===== config.mk =====
export PLATFORM = sky130hd
export DESIGN_NAME = memoryInterface_flat
export DESIGN_NICKNAME = d
export VERILOG_FILES = /design/src/design/dataPathPkg.sv /design/src/design/busIf.sv /design/src/design/memoryInterface.sv /design/src/flat_wrapper.sv
export SDC_FILE = /design/constraint.sdc
export NUM_CORES = 1
export LEC_CHECK = 0
export BUFFER_PORTS_ARGS = -buffer_cell sky130_fd_sc_hd__buf_4
export CORE_ASPECT_RATIO = 1.25
export CORE_MARGIN = 10
export CORE_UTILIZATION = 42
export CTS_CLUSTER_SIZE = 28
export DETAILED_ROUTE_END_ITERATION = 10
export PLACE_DENSITY = 0.75
export SLEW_MARGIN = 5
export SYNTH_ARGS = -nofsm -noshare
export SYNTH_HDL_FRONTEND = slang
export SYNTH_SLANG_ARGS = --single-unit

===== constraint.sdc =====
create_clock -name Clock -period 0.8 [get_ports Clock]
set_input_delay 0.16 -clock Clock [delete_from_list [all_inputs] [get_ports Clock]]
set_output_delay 0.16 -clock Clock [all_outputs]
set_load 0.01 [all_outputs]

===== src/design/dataPathPkg.sv =====
package dataPathPkg;

	// Datapath word width.
	localparam int wordWidth = 32;

	// General registers R0 to R15.
	localparam int regCount = 16;

	// Shift amount taken from the low bits of the bus.
	localparam int shiftBits = 5;

	// ALU operations applied to Y and the bus.
	typedef enum logic [3:0] {
		opAdd = 4'd0,
		opSub = 4'd1,
		opAnd = 4'd2,
		opOr  = 4'd3,
		opShr = 4'd4, // Logical right.
		opShl = 4'd5,
		opRor = 4'd6,
		opRol = 4'd7,
		opMul = 4'd8, // Signed, full 64 bits.
		opDiv = 4'd9, // Quotient low, remainder high.
		opNeg = 4'd10,
		opNot = 4'd11
	} aluOpT;

endpackage


===== src/design/busIf.sv =====
`timescale 1ns/100ps

interface busIf import dataPathPkg::*; ();

	logic [wordWidth-1:0] busData; // The shared bus.

	// Values each unit offers to the bus.
	logic [wordWidth-1:0] regData;
	logic [wordWidth-1:0] hiData;
	logic [wordWidth-1:0] loData;
	logic [2*wordWidth-1:0] zData;
	logic [wordWidth-1:0] mdrData;
	logic [wordWidth-1:0] pcData;

	modport busMux (
		output busData,
		input regData, hiData, loData, zData, mdrData, pcData
	);

	modport regFile (input busData, output regData, hiData, loData);
	modport alu (input busData, output zData);
	modport mem (input busData, output mdrData);
	modport instr (input busData, output pcData);

endinterface


===== src/design/memoryInterface.sv =====
`timescale 1ns/100ps

module memoryInterface import dataPathPkg::*; (
	input logic Clock,
	input logic arstN,
	busIf.mem bus,
	input logic marIn,
	input logic mdrIn,
	input logic read,
	input logic [wordWidth-1:0] mDataIn,
	output logic [wordWidth-1:0] marValue
);

	logic [wordWidth-1:0] marReg;
	logic [wordWidth-1:0] mdrReg;
	logic [wordWidth-1:0] mdrNext;

	// Memory side on a read, bus side otherwise.
	assign mdrNext = read ? mDataIn : bus.busData;

	always_ff @(posedge Clock or negedge arstN) begin
		if (!arstN) begin
			marReg <= '0;
			mdrReg <= '0;
		end else begin
			if (marIn) begin
				marReg <= bus.busData;
			end
			if (mdrIn) begin
				mdrReg <= mdrNext;
			end
		end
	end

	assign marValue = marReg;
	assign bus.mdrData = mdrReg;

endmodule


===== src/flat_wrapper.sv =====
// flat-port wrapper written by rule: the top's interface ports become plain ports
module memoryInterface_flat import dataPathPkg::*;
  (Clock, arstN, marIn, mdrIn, read, mDataIn, marValue, bus_busData, bus_mdrData);
  busIf bus_i ();
  input logic Clock;
  input logic arstN;
  input logic marIn;
  input logic mdrIn;
  input logic read;
  input logic [wordWidth-1:0] mDataIn;
  output logic [wordWidth-1:0] marValue;
  input wire logic [$bits(bus_i.busData)-1:0] bus_busData;
  output wire logic [$bits(bus_i.mdrData)-1:0] bus_mdrData;
  assign bus_i.busData = bus_busData;
  assign bus_mdrData = bus_i.mdrData;
  memoryInterface u_core (.Clock(Clock), .arstN(arstN), .bus(bus_i), .marIn(marIn), .mdrIn(mdrIn), .read(read), .mDataIn(mDataIn), .marValue(marValue));
endmodule

==> results of run 1 <==
-- metal layers --
layer / wire length (um) / part of all wire, %
met1: 2990 / 36
met5: 0 / 0
met3: 799 / 9.7
met4: 103 / 1.3
met2: 4310 / 53
-- stage by stage --
step	instance area [um^2]	power (mW)	utilization, %
after floorplan	2840	4.62	-
after global placement	3960	5.65	60.2
after CTS	4490	8.37	68.3
after global routing	4620	8.84	70.3
final	4620	8.40	70.3
after detailed placement	3960	5.70	60.2
-- kinds of logic (layout without fill, tap and decap cells) --
group                  Yosys count  in the layout  share of synthesized area, %
AO/OA/AOI/OAI                   32             32                          5.67
buffers and inverters           15            184                          5.31
flip-flops                      64             64                          56.7
multiplexers                    64             64                          28.1
AND/OR/NAND/NOR                 32             32                          4.25
-- sequential cells by signal, indices dropped and copies added, names as in the netlist --
register and flops:
u_core.bus.mdrData 32, u_core.marValue 32
-- where the power goes --
| part | total, mW | internal (mW) | switching [mW] |
|---|---|---|---|
| logic | 2.31 | 1.48 | 0.837 |
| clock network | 2.25 | 1.09 | 1.15 |
| registers | 3.84 | 3.57 | 0.264 |
| total | 8.40 | 6.14 | 2.26 |
-- synth_stat cells, drive strengths merged --
library cell	instances
dfrtp	64
a21oi	32
mux2	32
mux2i	32
nor2	32
buf	12
clkbuf	3
-- worst max-delay path by stage --
stage	slack (ns)	cells after the start	from	end
after floorplan	-0.02	3	marIn	u_core.marValue[10]
after global placement	-0.10	3	marIn	u_core.marValue[12]
after detailed placement	-0.13	3	marIn	u_core.marValue[16]
after CTS	-0.24	1	u_core.marValue[5]	marValue[5]
after global routing	-0.27	1	u_core.marValue[18]	marValue[18]
final	-0.24	1	u_core.marValue[11]	marValue[11]
-- repair_timing --
action,CTS,global route
hold endpoints to repair,64,0
resized for setup,64,16
pin swaps,0,1
setup buffers,17,11
hold buffers,1,0
endpoints found under the setup margin,64,85
-- final cells by class --
cell class | count | area (um^2) | area share, %
timing repair buffer | 169 | 1660 | 36.0
sequential | 64 | 1600 | 34.7
multi-input combinational | 128 | 1090 | 23.7
clock buffer | 11 | 131 | 2.84
tap | 87 | 109 | 2.36
clock inverter | 4 | 22.5 | 0.488
==> results.sh, run 1 <==
export IMPL_status="complete, but fails checks"
export IMPL_violations="negative setup slack"
export IMPL_grt_ovfl_total=0
export IMPL_routed_via_density=4.66
export IMPL_syn_area_um2=2830
export IMPL_nFillCells=456
export IMPL_post_place_ws_ns=-0.126
export IMPL_regToRegSetupSlack_ns=-0.11
export IMPL_tightest_slew_ns=0.179
export IMPL_grt_use_met2_pct=25.6
export IMPL_final_common_cell="buf_4"
export IMPL_max_stage_delay_ns=0.41
export IMPL_avgSynthCellArea_um2=13.6
export IMPL_holdPathEnd="u_core.marValue[8]"
export IMPL_pin_count=133
export IMPL_met3_usage_pct=6.45
export IMPL_required_ns=0.64
export IMPL_synthesis_nets=276
export IMPL_crit_fanout=2
export IMPL_syn_instance_count=207
export IMPL_fmax_mhz=965
export IMPL_core_um2=6570
export IMPL_finClkSkew_ns=0
export IMPL_ys_types=11
export IMPL_grt_util_all_layers_pct=15.1
export IMPL_reg2reg_depth=2
export IMPL_wl_per_cell_um=17.7
export IMPL_fin_nets=441
export IMPL_grt_pass1_vias=2363
export IMPL_cts_max_level=3
export IMPL_crit_path_end_kind="primary output"
export IMPL_cts_tree="yes"
export IMPL_portBuffers=132
export IMPL_cts_buffers=9
export IMPL_fin_crit_ns=1.04
export IMPL_cts_root_buf="clkbuf_8"
export IMPL_drv_cap=0
export IMPL_finalHoldViolations=0
export IMPL_worst_slack_ns=-0.237
export IMPL_startpoint_type="flip-flop"
export IMPL_hold_class="in2reg"
export IMPL_die_y_um=112
export IMPL_drt_iter0_drc=81
export IMPL_grt_start_max_net_pins=28
export IMPL_cts_sinks=64
export IMPL_drc=0
export IMPL_cp_arrival_ns=0.88
export IMPL_antenna_found_initial=0
export IMPL_routed_wirelength_um=8210
export IMPL_maxSlewViolCount=0
export IMPL_cpMaxStageDelayCell="dfrtp_1"
export IMPL_syn2layout_area_growth_pct=63.5
export IMPL_gp_congestion=0.742
export IMPL_maxSlewHeadroom_pct=87.8
export IMPL_rsz0062_at_grt="yes"
export IMPL_clk_pin_slew_ns=0.07
export IMPL_dr_pass1_iters=4
export IMPL_rows=33
export IMPL_synth_largest_area_cell="dfrtp_1"
export IMPL_critical_path_buf_inv_count=1
export IMPL_ys_ff_latch=64
export IMPL_final_period_utilization_pct=130
export IMPL_use_met1_pct=16.5
export IMPL_ys_warn_count=0
export IMPL_yosysSeqAreaShare_pct=56.7
export IMPL_start_util_pct=43.0
export IMPL_synth_top_area_share_pct=56.7
export IMPL_peakVddDrop_v=0.00111
export IMPL_whs_ns=0.0755
export IMPL_dp_cells=420
export IMPL_r2r_end="u_core.marValue[16]"
export IMPL_cts_max_path_buffers=2
export IMPL_power_leakage_nw=2.30
export IMPL_die_w_um=93.4
export IMPL_die_area_um2=10400
export IMPL_critPathTopFamily="flip-flops"
export IMPL_ant_nets=0
export IMPL_synth_area_leaders="dfrtp_1 (57%), mux2_4 (16%), mux2i_1 (11%)"
export IMPL_dr_total_vias=2158
export IMPL_drive_gt1_share_pct=58.0
export IMPL_clock_latency_ns=0.32
export IMPL_hp_start="bus_busData[8]"
export IMPL_busiest_layer="met2"
export IMPL_finalSetupViolCount=80
export IMPL_holdPathStages=2
export IMPL_power_density_nw_per_um2=1820
export IMPL_crit_type="reg2out"
export IMPL_finalSetupTns_ns=-14.60
export IMPL_mostFrequentLayoutCells="buf_4 (85), buf_6 (74), dfrtp_1 (64)"
export IMPL_antenna_cells=0
export IMPL_grt_pass1_wl_um=12700
export IMPL_crit_chain="buf_6"
export IMPL_reg2reg_from="u_core.marValue[16]"
export IMPL_final_cells=463
export IMPL_hpwl_um=6000
(Power assumes the default switching activity.)
==> inputs of run 2 (changes only) <==
Settings changed: ABC_AREA from default to 1, CORE_UTILIZATION 42 to 43, PLACE_DENSITY 0.75 to 0.76.
==> run 2 against run 1 <==
  * Die area rose by 3.1%
  * Utilization rose by 0.82 points
  * Clock power rose by 8%
  * Cell area rose by 6.2%
  * Highest routed layer unchanged
  * Synthesized cell count rose by 81%
  * Worst hold slack improved by 0.0078 ns
  * Critical path depth did not move
  * Critical endpoint is now marValue[1]
  * Total power rose by 1.8%
  * Combinational power barely moved
  * Fmax fell by 1.1%
  * First-iteration DRC count rose by 46%
  * The run still ends with negative setup slack left
  * Via count rose by 38%
==> results.sh, run 2 <==
export IMPL_regToRegSetupSlack_ns=-0.06
export IMPL_pwr_share_comb_pct=27.2
export IMPL_synth_enable_flop_cells=0
export IMPL_maxSlewViolCount=0
export IMPL_dp_cells=593
export IMPL_synth_area_leaders="dfrtp_1 (53%), nand2_1 (13%), inv_1 (8.0%)"
export IMPL_clk_pin_slew_ns=0.07
export IMPL_reg2reg_from="u_core.bus.mdrData[10]"
export IMPL_grt_util_all_layers_pct=18.4
export IMPL_finalHoldViolations=0
export IMPL_max_stage_delay_ns=0.41
export IMPL_pin_count=133
export IMPL_startpoint_type="flip-flop"
export IMPL_required_ns=0.64
export IMPL_hold_class="in2reg"
export IMPL_antenna_cells=0
export IMPL_grt_ovfl_total=0
export IMPL_seqPwrFrac_pct=44.6
export IMPL_critical_path_buf_inv_count=1
export IMPL_drv_cap=0
export IMPL_die_area_um2=10800
export IMPL_final_area_um2=4900
export IMPL_die_y_um=113
export IMPL_finClkSkew_ns=0
export IMPL_cts_sinks=64
export IMPL_die_w_um=94.8
export IMPL_worst_slack_ns=-0.248
export IMPL_routed_via_density=4.63
export IMPL_dpl_cell_area_um2=4170
export IMPL_routed_wirelength_um=10000
export IMPL_finalSetupViolCount=67
export IMPL_portBuffers=132
export IMPL_power_internal_mw=6.07
export IMPL_r2r_end="u_core.bus.mdrData[10]"
export IMPL_start_util_pct=43.6
export IMPL_swShare_pct=28.9
export IMPL_dr_total_vias=2979
export IMPL_ys_ff_latch=64
export IMPL_synthArstFlopShare_pct=100
export IMPL_syn_area_um2=3010
export IMPL_cts_max_level=3
export IMPL_syn2layout_area_growth_pct=63.2
export IMPL_cts_max_path_buffers=2
export IMPL_maxSlewHeadroom_pct=78.8
export IMPL_cts_tree="yes"
export IMPL_fin_nets=617
export IMPL_p_switching_mw=2.47
export IMPL_final_cells=643
export IMPL_syn_instance_count=375
export IMPL_power_density_nw_per_um2=1740
export IMPL_fin_crit_ns=1.05
export IMPL_dr_pass1_iters=4
export IMPL_ant_nets=0
export IMPL_crit_path_end_kind="primary output"
export IMPL_finalSetupTns_ns=-14.14
export IMPL_grt_pass1_wl_um=15800
export IMPL_ys_flop_type="dfrtp_1"
export IMPL_cts_root_buf="clkbuf_8"
export IMPL_reg2reg_depth=4
export IMPL_hp_start="bus_busData[16]"
export IMPL_drive_gt1_share_pct=41.8
export IMPL_status="complete, but fails checks"
export IMPL_clock_latency_ns=0.34
export IMPL_crit_chain="buf_6"
export IMPL_rsz0062_at_grt="yes"
export IMPL_power_leakage_nw=2.71
export IMPL_gp_congestion=0.791
export IMPL_ys_warn_count=0
export IMPL_peakVddDrop_v=0.00118
export IMPL_crit_type="reg2out"
export IMPL_violations="negative setup slack"
export IMPL_antenna_found_initial=0
export IMPL_critPathTopFamily="flip-flops"
export IMPL_post_synth_top_count_cell="nand2_1"
export IMPL_ys_types=13
export IMPL_cts_buffers=9
export IMPL_holdPathEnd="u_core.marValue[16]"
export IMPL_final_common_cell="nand2_1"
export IMPL_tightest_slew_ns=0.318
export IMPL_avgSynthCellArea_um2=8.01
export IMPL_grt_start_max_net_pins=32
export IMPL_core_um2=6890
export IMPL_holdPathStages=3
export IMPL_grt_pass1_vias=3168
export IMPL_cpMaxStageDelayCell="dfrtp_1"
export IMPL_fmax_mhz=954
export IMPL_final_period_utilization_pct=131
export IMPL_crit_fanout=2
export IMPL_clockPowerShare_pct=28.3
export IMPL_hpwl_um=7210
export IMPL_synth_top_area_share_pct=53.3
export IMPL_yosysSeqAreaShare_pct=53.3
export IMPL_mostFrequentLayoutCells="nand2_1 (107), buf_4 (106), buf_6 (67)"
export IMPL_rows=34
export IMPL_cp_arrival_ns=0.89
export IMPL_ys_top_cells_by_count="nand2_1 (108), dfrtp_1 (64), inv_1 (64)"
export IMPL_wl_per_cell_um=15.6
export IMPL_synth_largest_area_cell="dfrtp_1"
export IMPL_drc=0
export IMPL_drt_iter0_drc=118
export IMPL_synthesis_nets=444
==> run 2: cells by family after synthesis <==
group                  count (synthesis)  synth area share (%)
AO/OA/AOI/OAI                         32                  5.33
buffers and inverters                 87                  14.4
flip-flops                            64                  53.3
AND/OR/NAND/NOR                      192                  27.0
==> run 2: worst max-delay path by stage <==
stage,start,slack (ns),depth (start not counted),to
after floorplan,read,0.08,6,u_core.bus.mdrData[0]
after global placement,read,-0.009,6,u_core.bus.mdrData[26]
after detailed placement,read,-0.03,6,u_core.bus.mdrData[26]
after CTS,u_core.bus.mdrData[31],-0.25,1,bus_mdrData[31]
after global routing,u_core.marValue[1],-0.26,1,marValue[1]
final,u_core.marValue[1],-0.25,1,marValue[1]
==> run 2: what timing repair did <==
| item | CTS | global route |
|---|---|---|
| buffers inserted | 19 | 17 |
| resized for setup | 64 | 21 |
| endpoints found under the hold margin | 59 | 0 |
| setup endpoints to repair | 64 | 70 |
| pin swaps | 0 | 4 |
| hold buffers | 1 | 0 |
==> run 2: per-layer routing <==
| metal | part of all wire [%] | track usage (%) | vias up | wire length (um) |
|---|---|---|---|---|
| li1 | - | - | 1455 | - |
| met1 | 36 | 20.3 | 1401 | 3600 |
| met2 | 54 | 32.3 | 104 | 5350 |
| met3 | 7.5 | 4.14 | 19 | 750 |
| met4 | 3.0 | 8.60 | 0 | 298 |
| met5 | 0 | 0 | - | 0 |
==> run 2: layout make-up <==
type                       count  area [um^2]
inverter                      66          253
clock inverter                 4         20.0
timing repair buffer         183         1740
tap                           90          113
clock buffer                  12          145
fill                         534         1990
multi-input combinational    224         1030
sequential                    64         1600
==> run 2: per-stage QoR <==
stage	utilization, %	power (mW)	worst slack [ns]	hold WS [ns]
floorplan	-	4.55	0.0756	-0.136
global placement	60.5	5.60	-0.00911	0.0715
detailed placement	60.5	5.65	-0.0350	0.0755
CTS	68.6	8.42	-0.248	0.0739
global route	71.2	8.96	-0.264	0.0990
finish	71.2	8.54	-0.248	0.0833
==> run 2: worst reg2reg max path, cell delays in order (launching register included) <==
cell and delay [ns]:
dfrtp_1 0.40, buf_4 0.14, buf_4 0.12, nand2_1 0.05, nand2_1 0.04
==> run 2: power by group through the flow <==
| stage | clock, mW | sequential, mW | combinational [mW] |
|---|---|---|---|
| global route | 2.59 | 3.83 | 2.53 |
| finish | 2.42 | 3.81 | 2.32 |
| floorplan | 0 | 3.93 | 0.621 |
| global placement | 0 | 3.79 | 1.81 |
| detailed placement | 0 | 3.80 | 1.84 |
| CTS | 2.44 | 3.80 | 2.18 |
==> inputs of run 3 (changes only) <==
Settings changed: REMOVE_ABC_BUFFERS from default to 1.
==> run 3 against run 2 <==
  * The run still ends with negative setup slack left
  * Fmax up 1.6%
  * Cell area increased by 0.10%
  * Worst hold slack improved by 0.0090 ns
  * Non-clock buffer count decreased by 3
  * Critical endpoint unchanged
  * Largest cell class unchanged
==> results.sh, run 3 (synthesis gave the netlist of run 2 again) <==
export IMPL_status="complete, but fails checks"
export IMPL_violations="negative setup slack"
export IMPL_routed_via_density=4.63
export IMPL_tightest_slew_ns=0.339
export IMPL_wl_per_cell_um=15.0
export IMPL_hpwl_um=6800
export IMPL_final_common_cell="nand2_1"
export IMPL_die_area_um2=10800
export IMPL_rows=34
export IMPL_critical_path_endpoint="marValue[1]"
export IMPL_core_um2=6890
export IMPL_die_w_um=94.8
export IMPL_maxSlewHeadroom_pct=77.4
export IMPL_wl_met1_um=3610
export IMPL_worst_slack_ns=-0.231
export IMPL_peakVddDrop_v=0.00122
export IMPL_final_area_um2=4910
export IMPL_regToRegSetupSlack_ns=-0.10
export IMPL_crit_path_end_kind="primary output"
export IMPL_cp_depth=1
export IMPL_required_ns=0.64
export IMPL_grt_pass1_wl_um=14900
export IMPL_critical_path_buf_inv_count=1
export IMPL_met2_wirelength_um=4950
export IMPL_grt_start_max_net_pins=65
export IMPL_drc=0
export IMPL_clock_latency_ns=0.33
export IMPL_hold_class="in2reg"
export IMPL_post_place_ws_ns=-0.0735
export IMPL_grt_pass1_vias=3064
export IMPL_whs_ns=0.0923
export IMPL_dr_total_vias=2966
export IMPL_critPathTopFamily="flip-flops"
export IMPL_mostFrequentLayoutCells="nand2_1 (104), buf_4 (100), buf_6 (68)"
export IMPL_dr_pass1_iters=4
export IMPL_crit_path_start="u_core.marValue[1]"
export IMPL_cp_arrival_ns=0.87
export IMPL_cts_buffers=9
export IMPL_cts_sinks=64
export IMPL_cts_max_level=3
export IMPL_fin_nets=614
export IMPL_rsz0062_at_grt="yes"
export IMPL_finalHoldViolations=0
export IMPL_finClkSkew_ns=0
export IMPL_cpMaxStageDelayCell="dfrtp_1"
export IMPL_crit_chain="buf_6"
export IMPL_top_layer="met4"
export IMPL_fmax_mhz=970
export IMPL_crit_type="reg2out"
export IMPL_reg2reg_depth=4
export IMPL_hp_start="bus_busData[14]"
export IMPL_dp_cells=588
export IMPL_cts_max_path_buffers=2
export IMPL_final_cells=640
export IMPL_cts_tree="yes"
export IMPL_final_period_utilization_pct=129
export IMPL_routed_wirelength_um=9610
export IMPL_max_stage_delay_ns=0.40
export IMPL_reg2reg_from="u_core.bus.mdrData[28]"
export IMPL_grt_util_all_layers_pct=17.3
export IMPL_crit_fanout=2
export IMPL_drv_cap=0
export IMPL_antenna_found_initial=0
export IMPL_maxSlewViolCount=0
export IMPL_dpl_cell_area_um2=4160
export IMPL_syn2layout_area_growth_pct=63.4
export IMPL_r2r_end="u_core.bus.mdrData[28]"
export IMPL_portBuffers=132
export IMPL_pin_count=133
export IMPL_power_leakage_nw=2.71
export IMPL_cts_root_buf="clkbuf_8"
export IMPL_antenna_cells=0
export IMPL_die_y_um=113
export IMPL_fin_crit_ns=1.03
export IMPL_met3WireLength_um=816
export IMPL_power_density_nw_per_um2=1780
export IMPL_finalSetupViolCount=71
export IMPL_clk_pin_slew_ns=0.07
export IMPL_gp_congestion=0.779
export IMPL_drive_gt1_share_pct=41.3
export IMPL_ant_nets=0
export IMPL_startpoint_type="flip-flop"
export IMPL_start_util_pct=43.6
export IMPL_grt_ovfl_total=0
export IMPL_drt_iter0_drc=169
==> run 3: cell types whose count changed in the layout (fill, tap and decap cells not counted), sizes merged <==
cell | before | now
clkinv | 4 | 3
buf | 182 | 179
bufinv | 0 | 1
==> run 3: layout make-up <==
| cell class | count | area [um^2] |
|---|---|---|
| clock buffer | 12 | 135 |
| clock inverter | 4 | 45.0 |
| inverter | 66 | 253 |
| sequential | 64 | 1600 |
| multi-input combinational | 224 | 1020 |
| fill | 538 | 1980 |
| tap | 90 | 113 |
| timing repair buffer | 180 | 1750 |
==> run 3: routing by layer <==
layer  track usage, %  up-vias
met5                0        -
met4             6.40        0
met3             5.52       20
met1             19.0     1374
li1                 -     1450
met2             30.2      122
==> run 3: power breakdown <==
group,internal (mW),switching (mW),leakage (nW)
sequential,3.55,0.248,0.740
combinational,1.34,0.981,1.88
clock,1.43,1.20,0.0941
==> run 3: how the worst min path moves through the flow <==
stage / cells after the start / slack [ns] / end
5_1_grt: 3 / 0.09 / u_core.marValue[17]
3_3_place_gp: 2 / 0.19 / u_core.marValue[24]
2_1_floorplan: 0 / -0.14 / u_core.bus.mdrData[0]
3_5_place_dp: 2 / 0.19 / u_core.marValue[30]
6_report: 3 / 0.09 / u_core.marValue[14]
4_1_cts: 3 / 0.08 / u_core.marValue[15]
==> run 3: what timing repair did <==
| item | 4_1_cts | 5_1_grt |
|---|---|---|
| pin swaps | 0 | 8 |
| hold buffers | 1 | 0 |
| hold endpoints to repair | 64 | 0 |
| setup buffers | 19 | 18 |
| setup endpoints to repair | 64 | 68 |
| resized for setup | 64 | 19 |
==> run 3: through the flow <==
stage | util, % | setup TNS [ns] | power (mW)
floorplan | - | 0 | 4.40
global placement | 60.3 | -0.0528 | 5.58
detailed placement | 60.3 | -0.599 | 5.63
CTS | 68.6 | -14.45 | 8.65
global route | 71.2 | -16.05 | 9.22
finish | 71.2 | -13.94 | 8.75
